==> src/memAccessPkg.sv <==
`default_nettype none

package memAccessPkg;

   typedef logic [31:0] word_t;
   typedef logic [5:0]  opcode_t;

   // bit 3 is the byte at offset 0 (big-endian)
   typedef logic [3:0]  byteEn_t;

   // primary opcodes used by the memory stage
   localparam opcode_t OP_LB  = 6'h20;
   localparam opcode_t OP_LH  = 6'h21;
   localparam opcode_t OP_LW  = 6'h23;
   localparam opcode_t OP_LBU = 6'h24;
   localparam opcode_t OP_LHU = 6'h25;
   localparam opcode_t OP_SB  = 6'h28;
   localparam opcode_t OP_SH  = 6'h29;
   localparam opcode_t OP_SW  = 6'h2B;

   typedef struct packed {
      logic [3:0]  topNibble;   // region select
      logic [25:0] wordIndex;
      logic [1:0]  byteOffset;
   } addrFields_t;

   // one ALU address, seen whole or split into memory fields
   typedef union packed {
      word_t       raw;
      addrFields_t fields;
   } memAddr_u;

   // load request carried to the cycle the read word comes back
   typedef struct packed {
      opcode_t    opcode;
      logic [1:0] byteOffset;
   } loadCtl_t;

   function automatic logic isLoadOp(input opcode_t op);
      case (op)
         OP_LB,
         OP_LH,
         OP_LW,
         OP_LBU,
         OP_LHU:  isLoadOp = 1'b1;
         default: isLoadOp = 1'b0;
      endcase
   endfunction

endpackage

`default_nettype wire
==> src/LoadExtract.sv <==
`timescale 1ns/1ps
`default_nettype none

module LoadExtract (
   input  memAccessPkg::loadCtl_t ctl,
   input  memAccessPkg::word_t    readWord,
   output memAccessPkg::word_t    loadData
);

   logic [7:0]  selByte;
   logic [15:0] selHalf;

   // offset 0 addresses bits 31..24, so the lane index is the inverted offset
   assign selByte = readWord[{~ctl.byteOffset, 3'b000} +: 8];

   assign selHalf = ctl.byteOffset[1] ? readWord[15:0] : readWord[31:16];

   always_comb begin
      case (ctl.opcode)
         memAccessPkg::OP_LB: begin
            loadData = {{24{selByte[7]}}, selByte};   // sign extend
         end
         memAccessPkg::OP_LBU: begin
            loadData = {24'h000000, selByte};
         end
         memAccessPkg::OP_LH: begin
            loadData = {{16{selHalf[15]}}, selHalf};
         end
         memAccessPkg::OP_LHU: begin
            loadData = {16'h0000, selHalf};
         end
         memAccessPkg::OP_LW: begin
            loadData = readWord;                      // low offset bits ignored
         end
         default: begin
            loadData = 32'h0000_0000;                 // not a load
         end
      endcase
   end

endmodule

`default_nettype wire

==> config.mk <==
export PLATFORM = sky130hd
export DESIGN_NAME = LoadExtract
export DESIGN_NICKNAME = d
export VERILOG_FILES = /design/src/memAccessPkg.sv /design/src/LoadExtract.sv
export SDC_FILE = /design/constraint.sdc
export NUM_CORES = 1
export LEC_CHECK = 0
export ABC_AREA = 1
export BUFFER_PORTS_ARGS = -buffer_cell sky130_fd_sc_hd__buf_2
export CAP_MARGIN = 20
export CORE_MARGIN = 1
export CORE_UTILIZATION = 34
export DETAILED_ROUTE_END_ITERATION = 16
export PLACE_DENSITY = 0.71
export SKIP_LAST_GASP = 1
export SYNTH_ARGS = -nofsm -noshare
export SYNTH_HDL_FRONTEND = slang
export SYNTH_SLANG_ARGS = --single-unit
export TNS_END_PERCENT = 10
==> constraint.sdc <==
create_clock -name vclk -period 1.5
set_clock_uncertainty 0.15 [all_clocks]
set_input_delay 0.15 -clock vclk [all_inputs]
set_output_delay 0.15 -clock vclk [all_outputs]
set_load 0.01 [all_outputs]
# Word level (Yosys, flattened, before mapping)
# Index checks and enable logic that the tools add are counted.
[op_classes]
n_bitwise = 1
n_shift = 1
muxes = 2
eq_ne = 5
[op_table]
columns = ["cell", "count"]
rows = [
  ["32-bit case mux with 5 select lines", 1],
  ["32-bit by 6-bit indexed part select with 8-bit output", 1],
  ["6-bit equality test, second input constant", 5],
  ["16-bit 2-to-1 mux", 1],
  ["2-bit inverter", 1],
]
[word_totals]
input_bits = 40
ff_bits = 0
output_inout_bits = 32

# Logic depth before layout (Yosys ltp)
[depth]
depth_word = 3
depth_mapped = 8

# Worst setup path after synthesis
# No wires, ideal clock.
[synth_timing]
path_kind = "input port to output port"
from = "input port ctl[7] (netlist name)"
to = "output port loadData[16]"
path_slack_ps = 250
stages = 7
arrival_ps = 950
cell_sequence = "inv_1 > nor2_4 > nand2_2 > nor2_1 > nand2_1 > buf_2 > nand3_1"
[synth_via]
elab_chain_len = 2
elab_cells_between_ends = 6
classes_between = "5 x eq/ne; 1 x mux"
[synth_rtl]
columns = ["item", "line_no", "source"]
rows = [
  ["start: declaration", "LoadExtract.sv:5", "input memAccessPkg::loadCtl_t ctl,"],
  ["6-bit equality test", "LoadExtract.sv:19", "case (ctl.opcode)"],
  ["32-bit case mux with 5 select lines *", "LoadExtract.sv:19", ""],
  ["end: declaration", "LoadExtract.sv:7", "output memAccessPkg::word_t loadData"],
]
# Mark *: on every way between the ends. The rest lies on a longest branch, timed or not.

# Worst setup path in the final report
[layout_timing]
from = "input port ctl[5] (netlist name)"
to = "output port loadData[17]"
# The elaborated chain is that of the path after synthesis.

==> results.json <==
{
  "post-cts-setup-buffer-count": 0,
  "insertedDiodeCount": 0,
  "grt-ovfl-total": 0,
  "synth_top_cell_area_share": 0.4034,
  "grt_pass1_wl_mm": 4.643,
  "rsz0062_at_grt": "true",
  "arrival_ns": 1.13,
  "drt_drc_violations_left": 0,
  "grt_util_all_layers": 0.2097,
  "antenna_found_initial": 0,
  "seq_cell_count": 0,
  "port-buffer-count": 72,
  "fp-row-count": 18,
  "clkbuf_count": 0,
  "drt-total-wl_mm": 2.947,
  "grt_max_degree": 20,
  "worstSetupPathType": "primary input to output port",
  "tightest_slew_ns": 0.1799,
  "start_util": 0.3563,
  "min_period_ns": 1.425,
  "syn_area_per_cell_sq_um": 4.373,
  "yosysWarnings": 0,
  "postPlaceCellArea_sq_mm": 0.001354,
  "grt_pass1_vias": 1129,
  "wl_per_cell_um": 9.662,
  "crit_fanout": 12,
  "drv_cap": 0,
  "vias": 1485,
  "hold_ws_ns": 0.4631,
  "synth.top_cells.by_count": "94 x nand2_1, 40 x nand3_1, 22 x nor2_1",
  "p_per_area_mw_per_mm2": 176.6,
  "yosysTopAreaCell": "nand2_1",
  "leakage_nw": 0.9444,
  "design_area_sq_mm": 0.001361,
  "hold_path.class": "primary input to output port",
  "post-synth-top-count-cell": "nand2_1",
  "start_kind": "primary input",
  "avgViaCountPerCell": 4.869,
  "ys_top_cells_by_area": "nand2_1 40%, nand3_1 23%, nor2_1 9.4%",
  "dpl.hpwl_mm": 2.414,
  "ys_types": 15,
  "peakVddDrop_v": 0.0001451,
  "hold_viol_final": 0,
  "postSynthCellCount": 200,
  "fp.dieW_um": 52.72,
  "outcome": "finished, final reports clean",
  "globalplace.congestion": 0.8618,
  "drtIter0Drc": 54,
  "hold_buffers": 0,
  "core_area_sq_mm": 0.002455,
  "power_mw": 0.2404,
  "die_area_sq_mm": 0.002779,
  "critPathRequiredTime_ns": 1.20,
  "post-route-period-util": 0.9502,
  "seqCellArea_sq_um": 0,
  "syn_nets": 240,
  "fmax_mhz": 701.6,
  "ios": 72,
  "setup_viol": 0,
  "slew_violations": 0,
  "drive_gt1_frac": 0.3491,
  "synth-seq-area-share": 0,
  "end_kind": "output port",
  "nets": 317,
  "relSlewSlack": 0.8796,
  "area_growth_pct": 55.65,
  "die_h_um": 52.72,
  "drtAntennaViolNets": 0,
  "firstDrtPassIters": 4,
  "synthesis.area_sq_um": 874.6
}
kinds of logic after synthesis:
group	Yosys count	synth area share
AO/OA/AOI/OAI	6	0.03434
buffers and inverters	28	0.1531
AND/OR/NAND/NOR	166	0.8126
power breakdown:
group          switching (mW)  leakage [nW]  internal [mW]  total (mW)
registers                   0             0              0           0
logic                   0.136         0.944          0.105       0.240
clock network               0             0              0           0
cell type report:
class | instances | area, sq um
fillers | 280 | 1094
inverters | 18 | 67.56
multi-input cells | 172 | 748.2
well taps | 30 | 37.54
repair buffers | 85 | 508.0
cells in the final DEF, fill, tap and decap left out:
| cell | synthesis | routed |
|---|---|---|
| nand2_2 | 1 | 2 |
| buf_4 | 2 | 9 |
| nand3_1 | 40 | 39 |
| nor2_4 | 1 | 1 |
| nand4_1 | 4 | 4 |
| buf_2 | 5 | 72 |
| nand2_1 | 94 | 93 |
| buf_12 | 0 | 4 |
| inv_2 | 2 | 3 |
| nor2_1 | 22 | 22 |
| inv_1 | 16 | 15 |
| o21ai_0 | 6 | 6 |
| nand3_2 | 2 | 3 |
| nor2_2 | 2 | 2 |
per-stage QoR:
step | util | TNS, ns | worst slack [ns] | cells
after floorplan | - | 0 | 0.2499 | 200
after global placement | 0.5515 | 0 | 0.07538 | 305
after detailed placement | 0.5515 | 0 | 0.05650 | 305
after CTS | 0.5515 | 0 | 0.05233 | 305
after global routing | 0.5545 | -0.4980 | -0.04089 | 305
final | 0.5545 | 0 | 0.07473 | 305
repair_timing:
| item | CTS | global route |
|---|---|---|
| setup endpoints to repair | 0 | 32 |
| resized for setup | 0 | 3 |
| hold endpoints to repair | 0 | 0 |
final timing paths:
check	start	end	slack (ns)	cells after the start
worst max-delay path	ctl[5]	loadData[17]	0.07	8
worst min-delay path	readWord[29]	loadData[29]	0.46	4
critical path, stage by stage:
cell and delay, ns:
buf_2 0.11, nor2_2 0.17, nand2_2 0.08, nor2_2 0.13, nand3_2 0.09, buf_4 0.19, nand3_1 0.08, buf_2 0.13
routing by layer:
metal | global-route usage | part of all wire
met1 | 0.2795 | 0.45
met2 | 0.3819 | 0.45
met3 | 0.008696 | 0.088
met4 | 0.01316 | 0.0058
met5 | 0 | 0
Power figures use the tool's default switching activity.
