==> config.mk <==
export PLATFORM = sky130hd
export DESIGN_NAME = WriteEnCtr
export DESIGN_NICKNAME = d
export VERILOG_FILES = /design/src/memAccessPkg.sv /design/src/WriteEnCtr.sv
export SDC_FILE = /design/constraint.sdc
export NUM_CORES = 1
export LEC_CHECK = 0
export ABC_AREA = 1
export BUFFER_PORTS_ARGS = -buffer_cell sky130_fd_sc_hd__buf_2
export CAP_MARGIN = 10
export CORE_AREA = 2 2 39 41
export DETAILED_ROUTE_END_ITERATION = 10
export DIE_AREA = 0 0 41 43
export GPL_TIMING_DRIVEN = 0
export PLACE_DENSITY = 0.57
export REMOVE_ABC_BUFFERS = 1
export SETUP_SLACK_MARGIN = 0.4
export SLEW_MARGIN = 20
export SYNTH_ARGS = -nofsm -noshare
export SYNTH_HDL_FRONTEND = slang
export SYNTH_SLANG_ARGS = --single-unit
==> constraint.sdc <==
create_clock -name vclk -period 0.8
set_clock_uncertainty 0.1 [all_clocks]
set_input_delay 0 -clock vclk [all_inputs]
set_output_delay 0 -clock vclk [all_outputs]
set_load 0.01 [all_outputs]
==> src/memAccessPkg.sv <==
`default_nettype none

package memAccessPkg;

   typedef logic [31:0] word_t;
   typedef logic [5:0]  opcode_t;

   // bit 3 is the byte at offset 0 (big-endian)
   typedef logic [3:0]  byteEn_t;

   // primary opcodes used by the memory stage
   localparam opcode_t OP_LB  = 6'h20;
   localparam opcode_t OP_LH  = 6'h21;
   localparam opcode_t OP_LW  = 6'h23;
   localparam opcode_t OP_LBU = 6'h24;
   localparam opcode_t OP_LHU = 6'h25;
   localparam opcode_t OP_SB  = 6'h28;
   localparam opcode_t OP_SH  = 6'h29;
   localparam opcode_t OP_SW  = 6'h2B;

   typedef struct packed {
      logic [3:0]  topNibble;   // region select
      logic [25:0] wordIndex;
      logic [1:0]  byteOffset;
   } addrFields_t;

   // one ALU address, seen whole or split into memory fields
   typedef union packed {
      word_t       raw;
      addrFields_t fields;
   } memAddr_u;

   // load request carried to the cycle the read word comes back
   typedef struct packed {
      opcode_t    opcode;
      logic [1:0] byteOffset;
   } loadCtl_t;

   function automatic logic isLoadOp(input opcode_t op);
      case (op)
         OP_LB,
         OP_LH,
         OP_LW,
         OP_LBU,
         OP_LHU:  isLoadOp = 1'b1;
         default: isLoadOp = 1'b0;
      endcase
   endfunction

endpackage

`default_nettype wire
==> src/WriteEnCtr.sv <==
`timescale 1ns/1ps
`default_nettype none

module WriteEnCtr (
   input  memAccessPkg::opcode_t  opcode,
   input  logic [1:0]             byteOffset,
   input  memAccessPkg::memAddr_u ALUOut,
   output memAccessPkg::byteEn_t  dataMemWriteEn,
   output memAccessPkg::byteEn_t  instrMemWriteEn
);

   logic [3:0]            topNibble;
   logic                  isDataMem;
   logic                  isInstrMem;
   memAccessPkg::byteEn_t storeMask;   // lanes touched, before region gating

   assign topNibble  = ALUOut.fields.topNibble;
   assign isDataMem  = ~topNibble[3] & topNibble[0];   // 0x1, 0x3, 0x5, 0x7
   assign isInstrMem = ~topNibble[3] & topNibble[1];   // 0x2, 0x3, 0x6, 0x7

   // one mask for both memories, the region only gates it
   always_comb begin
      case (opcode)
         memAccessPkg::OP_SB: begin
            storeMask = 4'b1000 >> byteOffset;   // offset 0 is the msb lane
         end
         memAccessPkg::OP_SH: begin
            if (byteOffset[1]) begin             // halfword chosen by bit 1
               storeMask = 4'b0011;
            end else begin
               storeMask = 4'b1100;
            end
         end
         memAccessPkg::OP_SW: begin
            storeMask = 4'b1111;
         end
         default: begin
            storeMask = 4'b0000;                 // loads and everything else
         end
      endcase
   end

   assign dataMemWriteEn  = isDataMem  ? storeMask : 4'b0000;
   assign instrMemWriteEn = isInstrMem ? storeMask : 4'b0000;

endmodule

`default_nettype wire

# After elaboration in Yosys (flattened, before gate mapping)

Cells that the tools add are included.

Add/subtract/negate cells: 0
Multipliers: 0
Div/mod/pow operators: 0
$lt $le $gt $ge: 0
Eq/ne operators: 3
Shifts and indexed selects: 1
Multiplexer cells: 4
Bitwise operators: 3
Reduce and logical (&&, ||, !) cells: 0

Operators with widths:

| kind                                                               | count |
|---|---|
| 6-bit equality test (second input constant)                        | 3 |
| 4-bit 2-to-1 mux                                                   | 3 |
| 4-bit case mux with 3 select lines                                 | 1 |
| 4-bit by 2-bit >> shifter with 4-bit output (first input constant) | 1 |
| 1-bit bitwise AND                                                  | 2 |
| 1-bit inverter                                                     | 1 |

Flip-flop bits (word level): 0
Bits in latches: 0
Memory bits (writable): 0
Memory bits (read-only): 0
Input bits: 40
Output and inout port bits: 8
Logic and storage cells: 11
Memories: 0

# Logic depth before layout (Yosys ltp)

Depth in word-level cells: 3
Gate-level depth with buffers: 5

# Worst setup path before layout

OpenSTA, ideal clock, no wires.

Path kind: input to output
Start: input opcode[2]
End: output dataMemWriteEn[2]
Arrival time: 0.577 ns
Setup slack: 0.123 ns
Stages: 5
Path buffers: 0
Cells stage by stage: inv_1 > nand2_1 > nor2_4 > nand3b_1 > a21oi_1

Word-level cells in the longest chain between the ends: 3
Elaborated cells between the ends (all ways): 5
Those cells by class: eq/ne: 3; mux: 2

RTL lines:

| what                                   | RTL line         | RTL |
|---|---|---|
| start, declared                        | WriteEnCtr.sv:5  | `input memAccessPkg::opcode_t opcode,` |
| 6-bit equality test                    | WriteEnCtr.sv:23 | `case (opcode)` |
| 4-bit case mux with 3 select lines (*) | WriteEnCtr.sv:23 |  |
| 4-bit 2-to-1 mux (*)                   | WriteEnCtr.sv:43 | `assign dataMemWriteEn = isDataMem ? storeMask : 4'b0000;` |
| end, declared                          | WriteEnCtr.sv:8  | `output memAccessPkg::byteEn_t dataMemWriteEn,` |

Mark *: on every way between the ends. The rest lies on a longest branch, timed or not.

# Worst setup path after layout

Start: input opcode[4]
End: output dataMemWriteEn[2]

The elaborated chain is that of the path after synthesis.

==> impl_metrics.yaml <==
outcome:
  status: "complete, but fails checks"
  violations: "negative setup slack"
critical_path:
  endpoint_kind: "output pin"
  worstSetupPathType: "in -> out"
  path_max_fanout: 4
  crit_path_start_kind: "input pin"
  critPathArrivalTime_ps: 770
  crit_required_ps: 700
cts:
  holdBufCountCts: 0
  cts_setup_buffers: 0
route:
  wl_met1_um: 218
  highest_layer: "met3"
  wl_met3_um: 34
  totalWireLength_um: 548
  vias_per_cell: 4.03
  drc: 0
  drtIter0Drc: 1
  ant_nets: 0
  drt_pass1_iterations: 4
  post_drt_wl_per_cell_um: 8.06
  num_vias: 274
  wl_met2_um: 295
sta:
  setup_violations: 8
  setup_ws_ps: -65.9
  tns_ps: -333
  whs_ps: 292
  fin_crit_sh_pct: 108
  slew_violations: 0
  slew_headroom_pct: 77.8
  fmax_mhz: 1150
  period_needed_ps: 866
  rsz0062_at_grt: "yes"
  worst_pin_slew_ps: 331
  hold_viol: 0
power:
  peakVddDrop_v: 0.0000672
  pwr_density_cell_nw_per_um2: 315
  p_leak_nw: 0.179
  total_power_uw: 101
floorplan:
  top_level_ports: 48
  die_y_um: 43
  row_count: 14
  die_area_um2: 1760
  die_w_um: 41
  core-area_um2: 1380
  initial_utilization_pct: 11.5
placement:
  dp_hpwl_um: 434
  gp_congestion: 0.456
  portBuffers: 19
  post_dp_cell_area_um2: 274
flow_run:
  cap_violations: 0
logic_synthesis:
  synth.distinct_cells: 8
  ys_seq_area_share_pct: 0
  synth_cells: 33
  synthesis.area_um2: 159
  ys_warn_count: 0
  avgSynthCellArea_um2: 4.82
global_route:
  grt_pass1_vias: 232
  grt_usage_pct: 5.89
  antenna_found_initial: 0
  grt_pass1_wl_um: 779
  grt_max_degree: 5
  overflow: 0
final_layout:
  layout_common_cells: "16 x buf_2, 8 x a21oi_1, 4 x inv_2, 4 x nand2_1"
  regArea_um2: 0
  syn_to_final_growth_pct: 102
  fin_nets: 94
  design.seq.count: 0
  final_area_um2: 320
  final_common_cell: "buf_2"
  antenna_cells: 0
  n_fill_cell: 169
  multi_input_area_um2: 154
  clkbuf_count: 0
  fin_util_pct: 23.1
  layout-drive-gt1-share_pct: 57.7
worst_hold_path:
  hold_class: "in -> out"
-- synthesized netlist by cell type --
| cell | number | share of area (%) |
|---|---|---|
| a21oi_1 | 8 | 25 |
| inv_1 | 8 | 19 |
| nand2_1 | 7 | 17 |
| nor2_1 | 3 | 7.1 |
| nand3_1 | 2 | 6.3 |
| nand3b_1 | 2 | 9.4 |
| o211ai_1 | 2 | 9.4 |
| nor2_4 | 1 | 7.1 |
-- where the power goes --
group	internal [mW]	switching (mW)
clock	0	0
combinational	0.0474	0.0536
sequential	0	0
total	0.0474	0.0536
-- metrics by stage --
| step | std cells | setup WS [ps] |
|---|---|---|
| final | 68 | -65.9 |
| after CTS | 68 | -93.2 |
| after global placement | 68 | -79.1 |
| after global routing | 68 | -136 |
| after detailed placement | 68 | -102 |
| after floorplan | 33 | 123 |
-- critical path, cell delays in order --
cell and delay [ps]:
buf_6 90, inv_2 40, nand2_2 50, nor2_2 90, o211ai_1 170, a21oi_1 180
buf_2 150
-- cells by family (layout without fill, tap and decap cells) --
logic type,after synthesis,count (layout),share of synthesized area (%)
compound gates,10,10,34.6
buf+inv,8,27,18.9
simple gates,15,15,46.5
-- area by class of cell --
type / count / share of cell area (%)
Timing Repair Buffer: 19 / 35.5
Inverter: 8 / 10.2
Multi-Input combinational cell: 25 / 48.0
Tap cell: 16 / 6.25
-- worst paths after layout --
kind	start	endpoint	slack (ps)	depth (start not counted)
max	opcode[4]	dataMemWriteEn[2]	-70	7
min	ALUOut[28]	dataMemWriteEn[1]	290	4
-- metal layers --
metal	vias up	GRT usage [%]
li1	146	-
met1	117	4.75
met2	11	13.8
met3	0	0
met4	0	0
met5	-	0
-- timing repair --
| action | in CTS | in global routing |
|---|---|---|
| pin swaps | 4 | 10 |
| gates resized for setup | 9 | 7 |
| endpoints found under the setup margin | 8 | 8 |
Power figures use the tool's default switching activity.
