<file path="config.mk">
export PLATFORM = sky130hd
export DESIGN_NAME = StoreAlign
export DESIGN_NICKNAME = d
export VERILOG_FILES = /design/src/memAccessPkg.sv /design/src/StoreAlign.sv
export SDC_FILE = /design/constraint.sdc
export NUM_CORES = 1
export LEC_CHECK = 0
export BUFFER_PORTS_ARGS = -buffer_cell sky130_fd_sc_hd__buf_2
export CAP_MARGIN = 0
export CORE_UTILIZATION = 31
export DETAILED_ROUTE_END_ITERATION = 6
export GPL_ROUTABILITY_DRIVEN = 0
export PLACE_DENSITY = 0.88
export SLEW_MARGIN = 20
export SYNTH_ARGS = -nofsm -noshare
export SYNTH_HDL_FRONTEND = slang
export SYNTH_SLANG_ARGS = --single-unit
</file>
<file path="constraint.sdc">
create_clock -name vclk -period 2.1
set_input_delay 0.525 -clock vclk [all_inputs]
set_output_delay 0.525 -clock vclk [all_outputs]
set_load 0.02 [all_outputs]
</file>
<file path="src/memAccessPkg.sv">
`default_nettype none

package memAccessPkg;

   typedef logic [31:0] word_t;
   typedef logic [5:0]  opcode_t;

   // bit 3 is the byte at offset 0 (big-endian)
   typedef logic [3:0]  byteEn_t;

   // primary opcodes used by the memory stage
   localparam opcode_t OP_LB  = 6'h20;
   localparam opcode_t OP_LH  = 6'h21;
   localparam opcode_t OP_LW  = 6'h23;
   localparam opcode_t OP_LBU = 6'h24;
   localparam opcode_t OP_LHU = 6'h25;
   localparam opcode_t OP_SB  = 6'h28;
   localparam opcode_t OP_SH  = 6'h29;
   localparam opcode_t OP_SW  = 6'h2B;

   typedef struct packed {
      logic [3:0]  topNibble;   // region select
      logic [25:0] wordIndex;
      logic [1:0]  byteOffset;
   } addrFields_t;

   // one ALU address, seen whole or split into memory fields
   typedef union packed {
      word_t       raw;
      addrFields_t fields;
   } memAddr_u;

   // load request carried to the cycle the read word comes back
   typedef struct packed {
      opcode_t    opcode;
      logic [1:0] byteOffset;
   } loadCtl_t;

   function automatic logic isLoadOp(input opcode_t op);
      case (op)
         OP_LB,
         OP_LH,
         OP_LW,
         OP_LBU,
         OP_LHU:  isLoadOp = 1'b1;
         default: isLoadOp = 1'b0;
      endcase
   endfunction

endpackage

`default_nettype wire
</file>
<file path="src/StoreAlign.sv">
`timescale 1ns/1ps
`default_nettype none

// Copies the store operand into every lane it could land in. The
// write masks from WriteEnCtr decide which lanes are actually written.
module StoreAlign (
   input  memAccessPkg::opcode_t opcode,
   input  memAccessPkg::word_t   storeData,
   output memAccessPkg::word_t   alignedData
);

   logic [7:0]  lowByte;
   logic [15:0] lowHalf;

   assign lowByte = storeData[7:0];
   assign lowHalf = storeData[15:0];

   always_comb begin
      case (opcode)
         memAccessPkg::OP_SB: begin
            alignedData = {4{lowByte}};   // byte in all four lanes
         end
         memAccessPkg::OP_SH: begin
            alignedData = {2{lowHalf}};   // both halves
         end
         default: begin
            alignedData = storeData;      // sw, or masks are zero anyway
         end
      endcase
   end

endmodule

`default_nettype wire

</file>
After elaboration in Yosys (flattened, before gate mapping)

Index checks and enable logic that the tools add are counted.

$add $sub $neg: 0
$mul: 0
Divide/modulo/power cells: 0
$lt $le $gt $ge: 0
Equality and inequality tests: 2
Shift-type cells: 0
Muxes and demuxes: 1
Bitwise operators: 0
Reductions and logical operators: 0

Operator list:

| kind                                       | count |
|---|---|
| 32-bit one-hot mux with 2 select lines     | 1 |
| 6-bit equality test, second input constant | 2 |

Flip-flop bits (word level): 0
Bits in latches: 0
Bits in writable memories: 0
ROM bits: 0
Bits of input ports: 38
Output and inout bits: 32
Logic and storage cells: 3
Memories: 0

Logic depth before layout (Yosys ltp)

Gate-level depths: netlist of run 1.

Word-level depth: 2
Mapped depth: 5
Gate-level depth less buffers: 3

Least setup slack after synthesis of run 1

No wires, ideal clock.

Path type: input -> output
Start point: input port opcode[1]
End point: output port alignedData[16]
Arrival: 1431 ps
Required time: 1575 ps
Setup slack: 144 ps
Stages on the path: 5
Path buffers: 2
Path through: nor2_1 and3_1 buf_6 buf_12 mux2_4

Longest elaborated chain between the ends: 2
Elaborated cells between the ends (all ways): 3
Classes of those cells: eq/ne (2); mux (1)

Ends and longest elaborated chain:

| item                                     | RTL line         | source |
|---|---|---|
| from (decl)                              | StoreAlign.sv:7  | `input memAccessPkg::opcode_t opcode,` |
| 6-bit equality test                      | StoreAlign.sv:19 | `case (opcode)` |
| 32-bit one-hot mux with 2 select lines * | StoreAlign.sv:19 |  |
| to (decl)                                | StoreAlign.sv:9  | `output memAccessPkg::word_t alignedData` |

Mark *: on every way between the ends. The rest lies on a longest branch, timed or not.

Worst setup path in the final report of run 1

Start point: input port opcode[3]
End point: output port alignedData[16]

Same word-level chain as after synthesis.

==> results of run 1 <==
==> power breakdown <==
part	internal, mW	total (mW)	switching, mW
combinational	0.143	0.249	0.107
sequential	0	0	0
clock	0	0	0
total	0.143	0.249	0.107
==> critical path, stage by stage <==
cell     delay, ps
buf_2           90
nor2b_4        160
and3_4         230
buf_6          140
mux2_4         290
buf_2          160
==> cell type report <==
cell class         instances  area, um2  share of cell area
multi-input cells         36        507               0.445
repair buffers            78        612               0.537
well taps                 16       20.0              0.0176
==> per-layer routing <==
metal / GRT usage / vias to the layer above / share of wire
met5: 0 / - / 0
met4: 0 / 0 / 0
met3: 0.00833 / 0 / 0.080
met2: 0.352 / 38 / 0.58
li1: - / 302 / -
met1: 0.185 / 290 / 0.34
==> layout by cell type, fill, tap and decap left out <==
cell type,netlist,layout
nor2b_4,1,1
buf_8,0,1
buf_6,2,31
nor2_4,0,1
buf_2,0,44
buf_4,8,1
and3_4,0,1
nand4b_4,0,1
mux2_2,22,9
buf_12,1,1
mux2_4,10,23
==> per-stage QoR <==
step	worst slack [ps]	total power [mW]	area (um2)	std cells	TNS [ps]
3_5_place_dp	-72.5	0.190	880	130	-787
2_1_floorplan	144	0.120	539	47	0
5_1_grt	-32.9	0.263	1140	130	-509
4_1_cts	-12.4	0.205	947	130	-47.3
3_3_place_gp	-26.2	0.185	880	130	-128
6_report	-3.94	0.249	1140	130	-3.94
==> final timing paths <==
path,end,start,slack (ps),cells past startpoint
max,alignedData[16],opcode[3],-4,6
min,alignedData[1],storeData[1],1310,2
==> logic make-up (layout without fill, tap and decap cells) <==
kind of cell / Yosys count / in the layout / share of synthesized area
simple gates: 4 / 4 / 0.0719
mux: 32 / 32 / 0.738
buf+inv: 11 / 78 / 0.190
==> cells in the mapped netlist (all sizes together) <==
cell type	n	area share
buf	11	0.19
nand4b	1	0.028
nor2	1	0.0070
and3	1	0.012
mux2	32	0.74
nor2b	1	0.026
==> repair_timing <==
item / CTS / global route
gates resized for setup: 20 / 54
endpoints found under the setup margin: 24 / 24
pin swaps: 2 / 2
gates cloned: 0 / 0
==> results.sh, run 1 <==
export IMPL_status="complete, but fails checks"
export IMPL_violations="DRC, setup timing"
export IMPL_die_y_um=43.7
export IMPL_io_pins=70
export IMPL_dpl_hpwl_um=1380
export IMPL_grt_max_degree=7
export IMPL_final_core_utilization=0.730
export IMPL_antenna_found_initial=0
export IMPL_first_global_vias=587
export IMPL_syn_nets=85
export IMPL_nets=154
export IMPL_layout_drive_gt1_share=1.00
export IMPL_path_max_fanout=5
export IMPL_die_area_um2=1910
export IMPL_grt_pass1_wl_um=2470
export IMPL_clock_fmax_mhz=475
export IMPL_initial_utilization=0.346
export IMPL_wire_per_inst_um=14.5
export IMPL_drt_pass1_iter_count=6
export IMPL_ant_nets=0
export IMPL_critical_path_class="in2out"
export IMPL_maxCapViolCount=0
export IMPL_wirelength_um=1890
export IMPL_period_needed_ps=2100
export IMPL_synth_seq_area_share=0
export IMPL_cellPowerDensity_nw_per_um2=219
export IMPL_hold_class="in2out"
export IMPL_ys_warn_count=0
export IMPL_cp_required_ps=1570
export IMPL_nClkBuffers=0
export IMPL_cts_hold_buf=0
export IMPL_ir_worst_vdd_mv=0.125
export IMPL_post_cts_setup_buffers=0
export IMPL_layout_setup_ws_ps=-3.94
export IMPL_end_kind="output pin"
export IMPL_critPathArrivalTime_ps=1580
export IMPL_overflow=0
export IMPL_synthCells=47
export IMPL_design_seq_count=0
export IMPL_yosysUniqueCellTypes=9
export IMPL_num_vias=630
export IMPL_coreArea_um2=1560
export IMPL_rows=14
export IMPL_p_leak_nw=0.634
export IMPL_cp_start_kind="input pin"
export IMPL_worst_slew_pin_slew_ps=108
export IMPL_die_width_um=43.7
export IMPL_period_share=1.00
export IMPL_slew_headroom=0.928
export IMPL_area_growth_pct=111
export IMPL_drt_iter0_drc=8
export IMPL_report_final_slew_viol_count=0
export IMPL_synth_cell_area_um2=539
export IMPL_fillers=127
export IMPL_drc=6
export IMPL_syn_area_per_cell_um2=11.5
export IMPL_finalHoldViolCount=0
export IMPL_diodes=0
export IMPL_portBuffers=70
export IMPL_track_usage=0.166
export IMPL_detail_route_vias_per_cell=4.85
export IMPL_whs_ps=1310
export IMPL_seq_area_um2=0
export IMPL_setup_viol=1
No activity file was read; power rests on OpenSTA's default activity.
==> run 2: changes to the inputs <==
- SETUP_SLACK_MARGIN: not set -> 0.2
- clock period: 2.1 -> 2.6 ns (I/O delays scaled with it)
==> run 2 against run 1 <==
The run ends with DRC left. Sequential share of layout area is the same. Setup slack gained 220 ps. Die area is the same. Power shrank 40%. Final cell count shrank 3.1%. Clock-buffer cell count is the same. Wire length shrank 23%. First-iteration DRC count shrank 13%. Combinational power shrank 39%. Design area shrank 24%. Non-clock buffer count shrank 4. Critical path type unchanged. Largest power group unchanged.
==> results.sh, run 2 (synthesis gave the netlist of run 1 again) <==
export IMPL_overflow=0
export IMPL_final_cell_mix="buf_2 (68), mux2_2 (22), mux2_4 (10), buf_6 (4)"
export IMPL_design_seq_count=0
export IMPL_wl_met2_um=795
export IMPL_initial_utilization=0.346
export IMPL_wire_per_inst_um=11.5
export IMPL_antenna_found_initial=0
export IMPL_slew_headroom=0.787
export IMPL_track_usage=0.147
export IMPL_rows=14
export IMPL_grt_max_degree=9
export IMPL_end_kind="output pin"
export IMPL_die_area_um2=1910
export IMPL_drt_pass1_iter_count=6
export IMPL_p_seq_frac=0
export IMPL_drt_met1_wl_um=504
export IMPL_coreArea_um2=1560
export IMPL_switchingPower_mw=0.0739
export IMPL_maxCapViolCount=0
export IMPL_nClkBuffers=0
export IMPL_clock_fmax_mhz=420
export IMPL_post_place_ws_ps=174
export IMPL_layout_setup_ws_ps=216
export IMPL_grt_pass1_wl_um=2240
export IMPL_die_y_um=43.7
export IMPL_switching_share=0.490
export IMPL_period_needed_ps=2380
export IMPL_cp_required_ps=1950
export IMPL_seq_area_um2=0
export IMPL_critical_path_class="in2out"
export IMPL_hold_class="in2out"
export IMPL_final_common_cell="buf_2"
export IMPL_topRoutingLayerUsed="met3"
export IMPL_p_int_mw=0.0768
export IMPL_status="complete, but fails checks"
export IMPL_die_width_um=43.7
export IMPL_layout_drive_gt1_share=1.00
export IMPL_report_final_slew_viol_count=0
export IMPL_period_share=0.917
export IMPL_setup_viol=0
export IMPL_area_growth_pct=61.3
export IMPL_io_pins=70
export IMPL_cellPowerDensity_nw_per_um2=173
export IMPL_first_global_vias=547
export IMPL_drc=5
export IMPL_p_leak_nw=0.485
export IMPL_detail_route_vias_per_cell=4.82
export IMPL_finalHoldViolCount=0
export IMPL_setup_tns_ps=0
export IMPL_fillers=149
export IMPL_ir_worst_vdd_mv=0.0872
export IMPL_power_frac_comb=1.000
export IMPL_worst_slew_pin_slew_ps=318
export IMPL_portBuffers=70
export IMPL_wirelength_um=1450
export IMPL_violations="DRC"
export IMPL_cp_start_kind="input pin"
export IMPL_diodes=0
export IMPL_drt_iter0_drc=7
export IMPL_critPathArrivalTime_ps=1730
export IMPL_rsz0062_at_grt="yes"
export IMPL_cts_hold_buf=0
export IMPL_dr_wl_met3_um=151
export IMPL_num_vias=607
export IMPL_ant_nets=0
export IMPL_path_max_fanout=8
export IMPL_clkPwrFrac=0
export IMPL_nets=150
export IMPL_dpl_hpwl_um=1280
-- run 2: cell types whose count changed in the layout (fill, tap and decap cells not counted) --
cell / delta
buf_12: -1
buf_2: +24
buf_6: -27
buf_8: -1
clkbuf_4: +1
mux2_2: +13
mux2_4: -13
nand4b_2: +1
nand4b_4: -1
-- run 2: final cells by class --
class / count / area (um2) / area share
multi-input cells: 36 / 449 / 0.517
well taps: 16 / 20.0 / 0.0230
repair buffers: 74 / 400 / 0.460
-- run 2: worst max-delay path, cell delays in order --
cell      delay [ps]
clkbuf_4         160
nand4b_2         390
mux2_2           370
buf_2            160
-- run 2: stage by stage --
step | instance area [um2] | instances | hold WS, ps | total power, mW | util
floorplan | 539 | 47 | 1410 | 0.0965 | -
global placement | 837 | 126 | 1560 | 0.145 | 0.537
detailed placement | 837 | 126 | 1560 | 0.148 | 0.537
CTS | 848 | 126 | 1560 | 0.149 | 0.544
global route | 870 | 126 | 1580 | 0.161 | 0.558
finish | 870 | 126 | 1560 | 0.151 | 0.558
-- run 2: per-layer routing --
layer / vias up / track usage
li1: 296 / -
met1: 273 / 0.173
met2: 38 / 0.301
met3: 0 / 0.00833
met4: 0 / 0
met5: - / 0
-- run 2: power by group through the flow --
stage	Sequential (mW)	Combinational [mW]	Clock, mW
global placement	0	0.145	0
global route	0	0.161	0
finish	0	0.151	0
detailed placement	0	0.148	0
CTS	0	0.149	0
floorplan	0	0.0965	0
-- run 2: final timing paths --
path                          from  slack, ps  depth (start not counted)               to
worst max-delay path     opcode[0]        220                          4  alignedData[14]
worst min-delay path  storeData[4]       1560                          2   alignedData[4]
-- run 2: repair_timing --
action / 4_1_cts / 5_1_grt
pin swaps: 0 / 1
buffers inserted: 0 / 0
endpoints found under the setup margin: 8 / 12
hold endpoints to repair: 0 / 0
gates resized for setup: 3 / 6
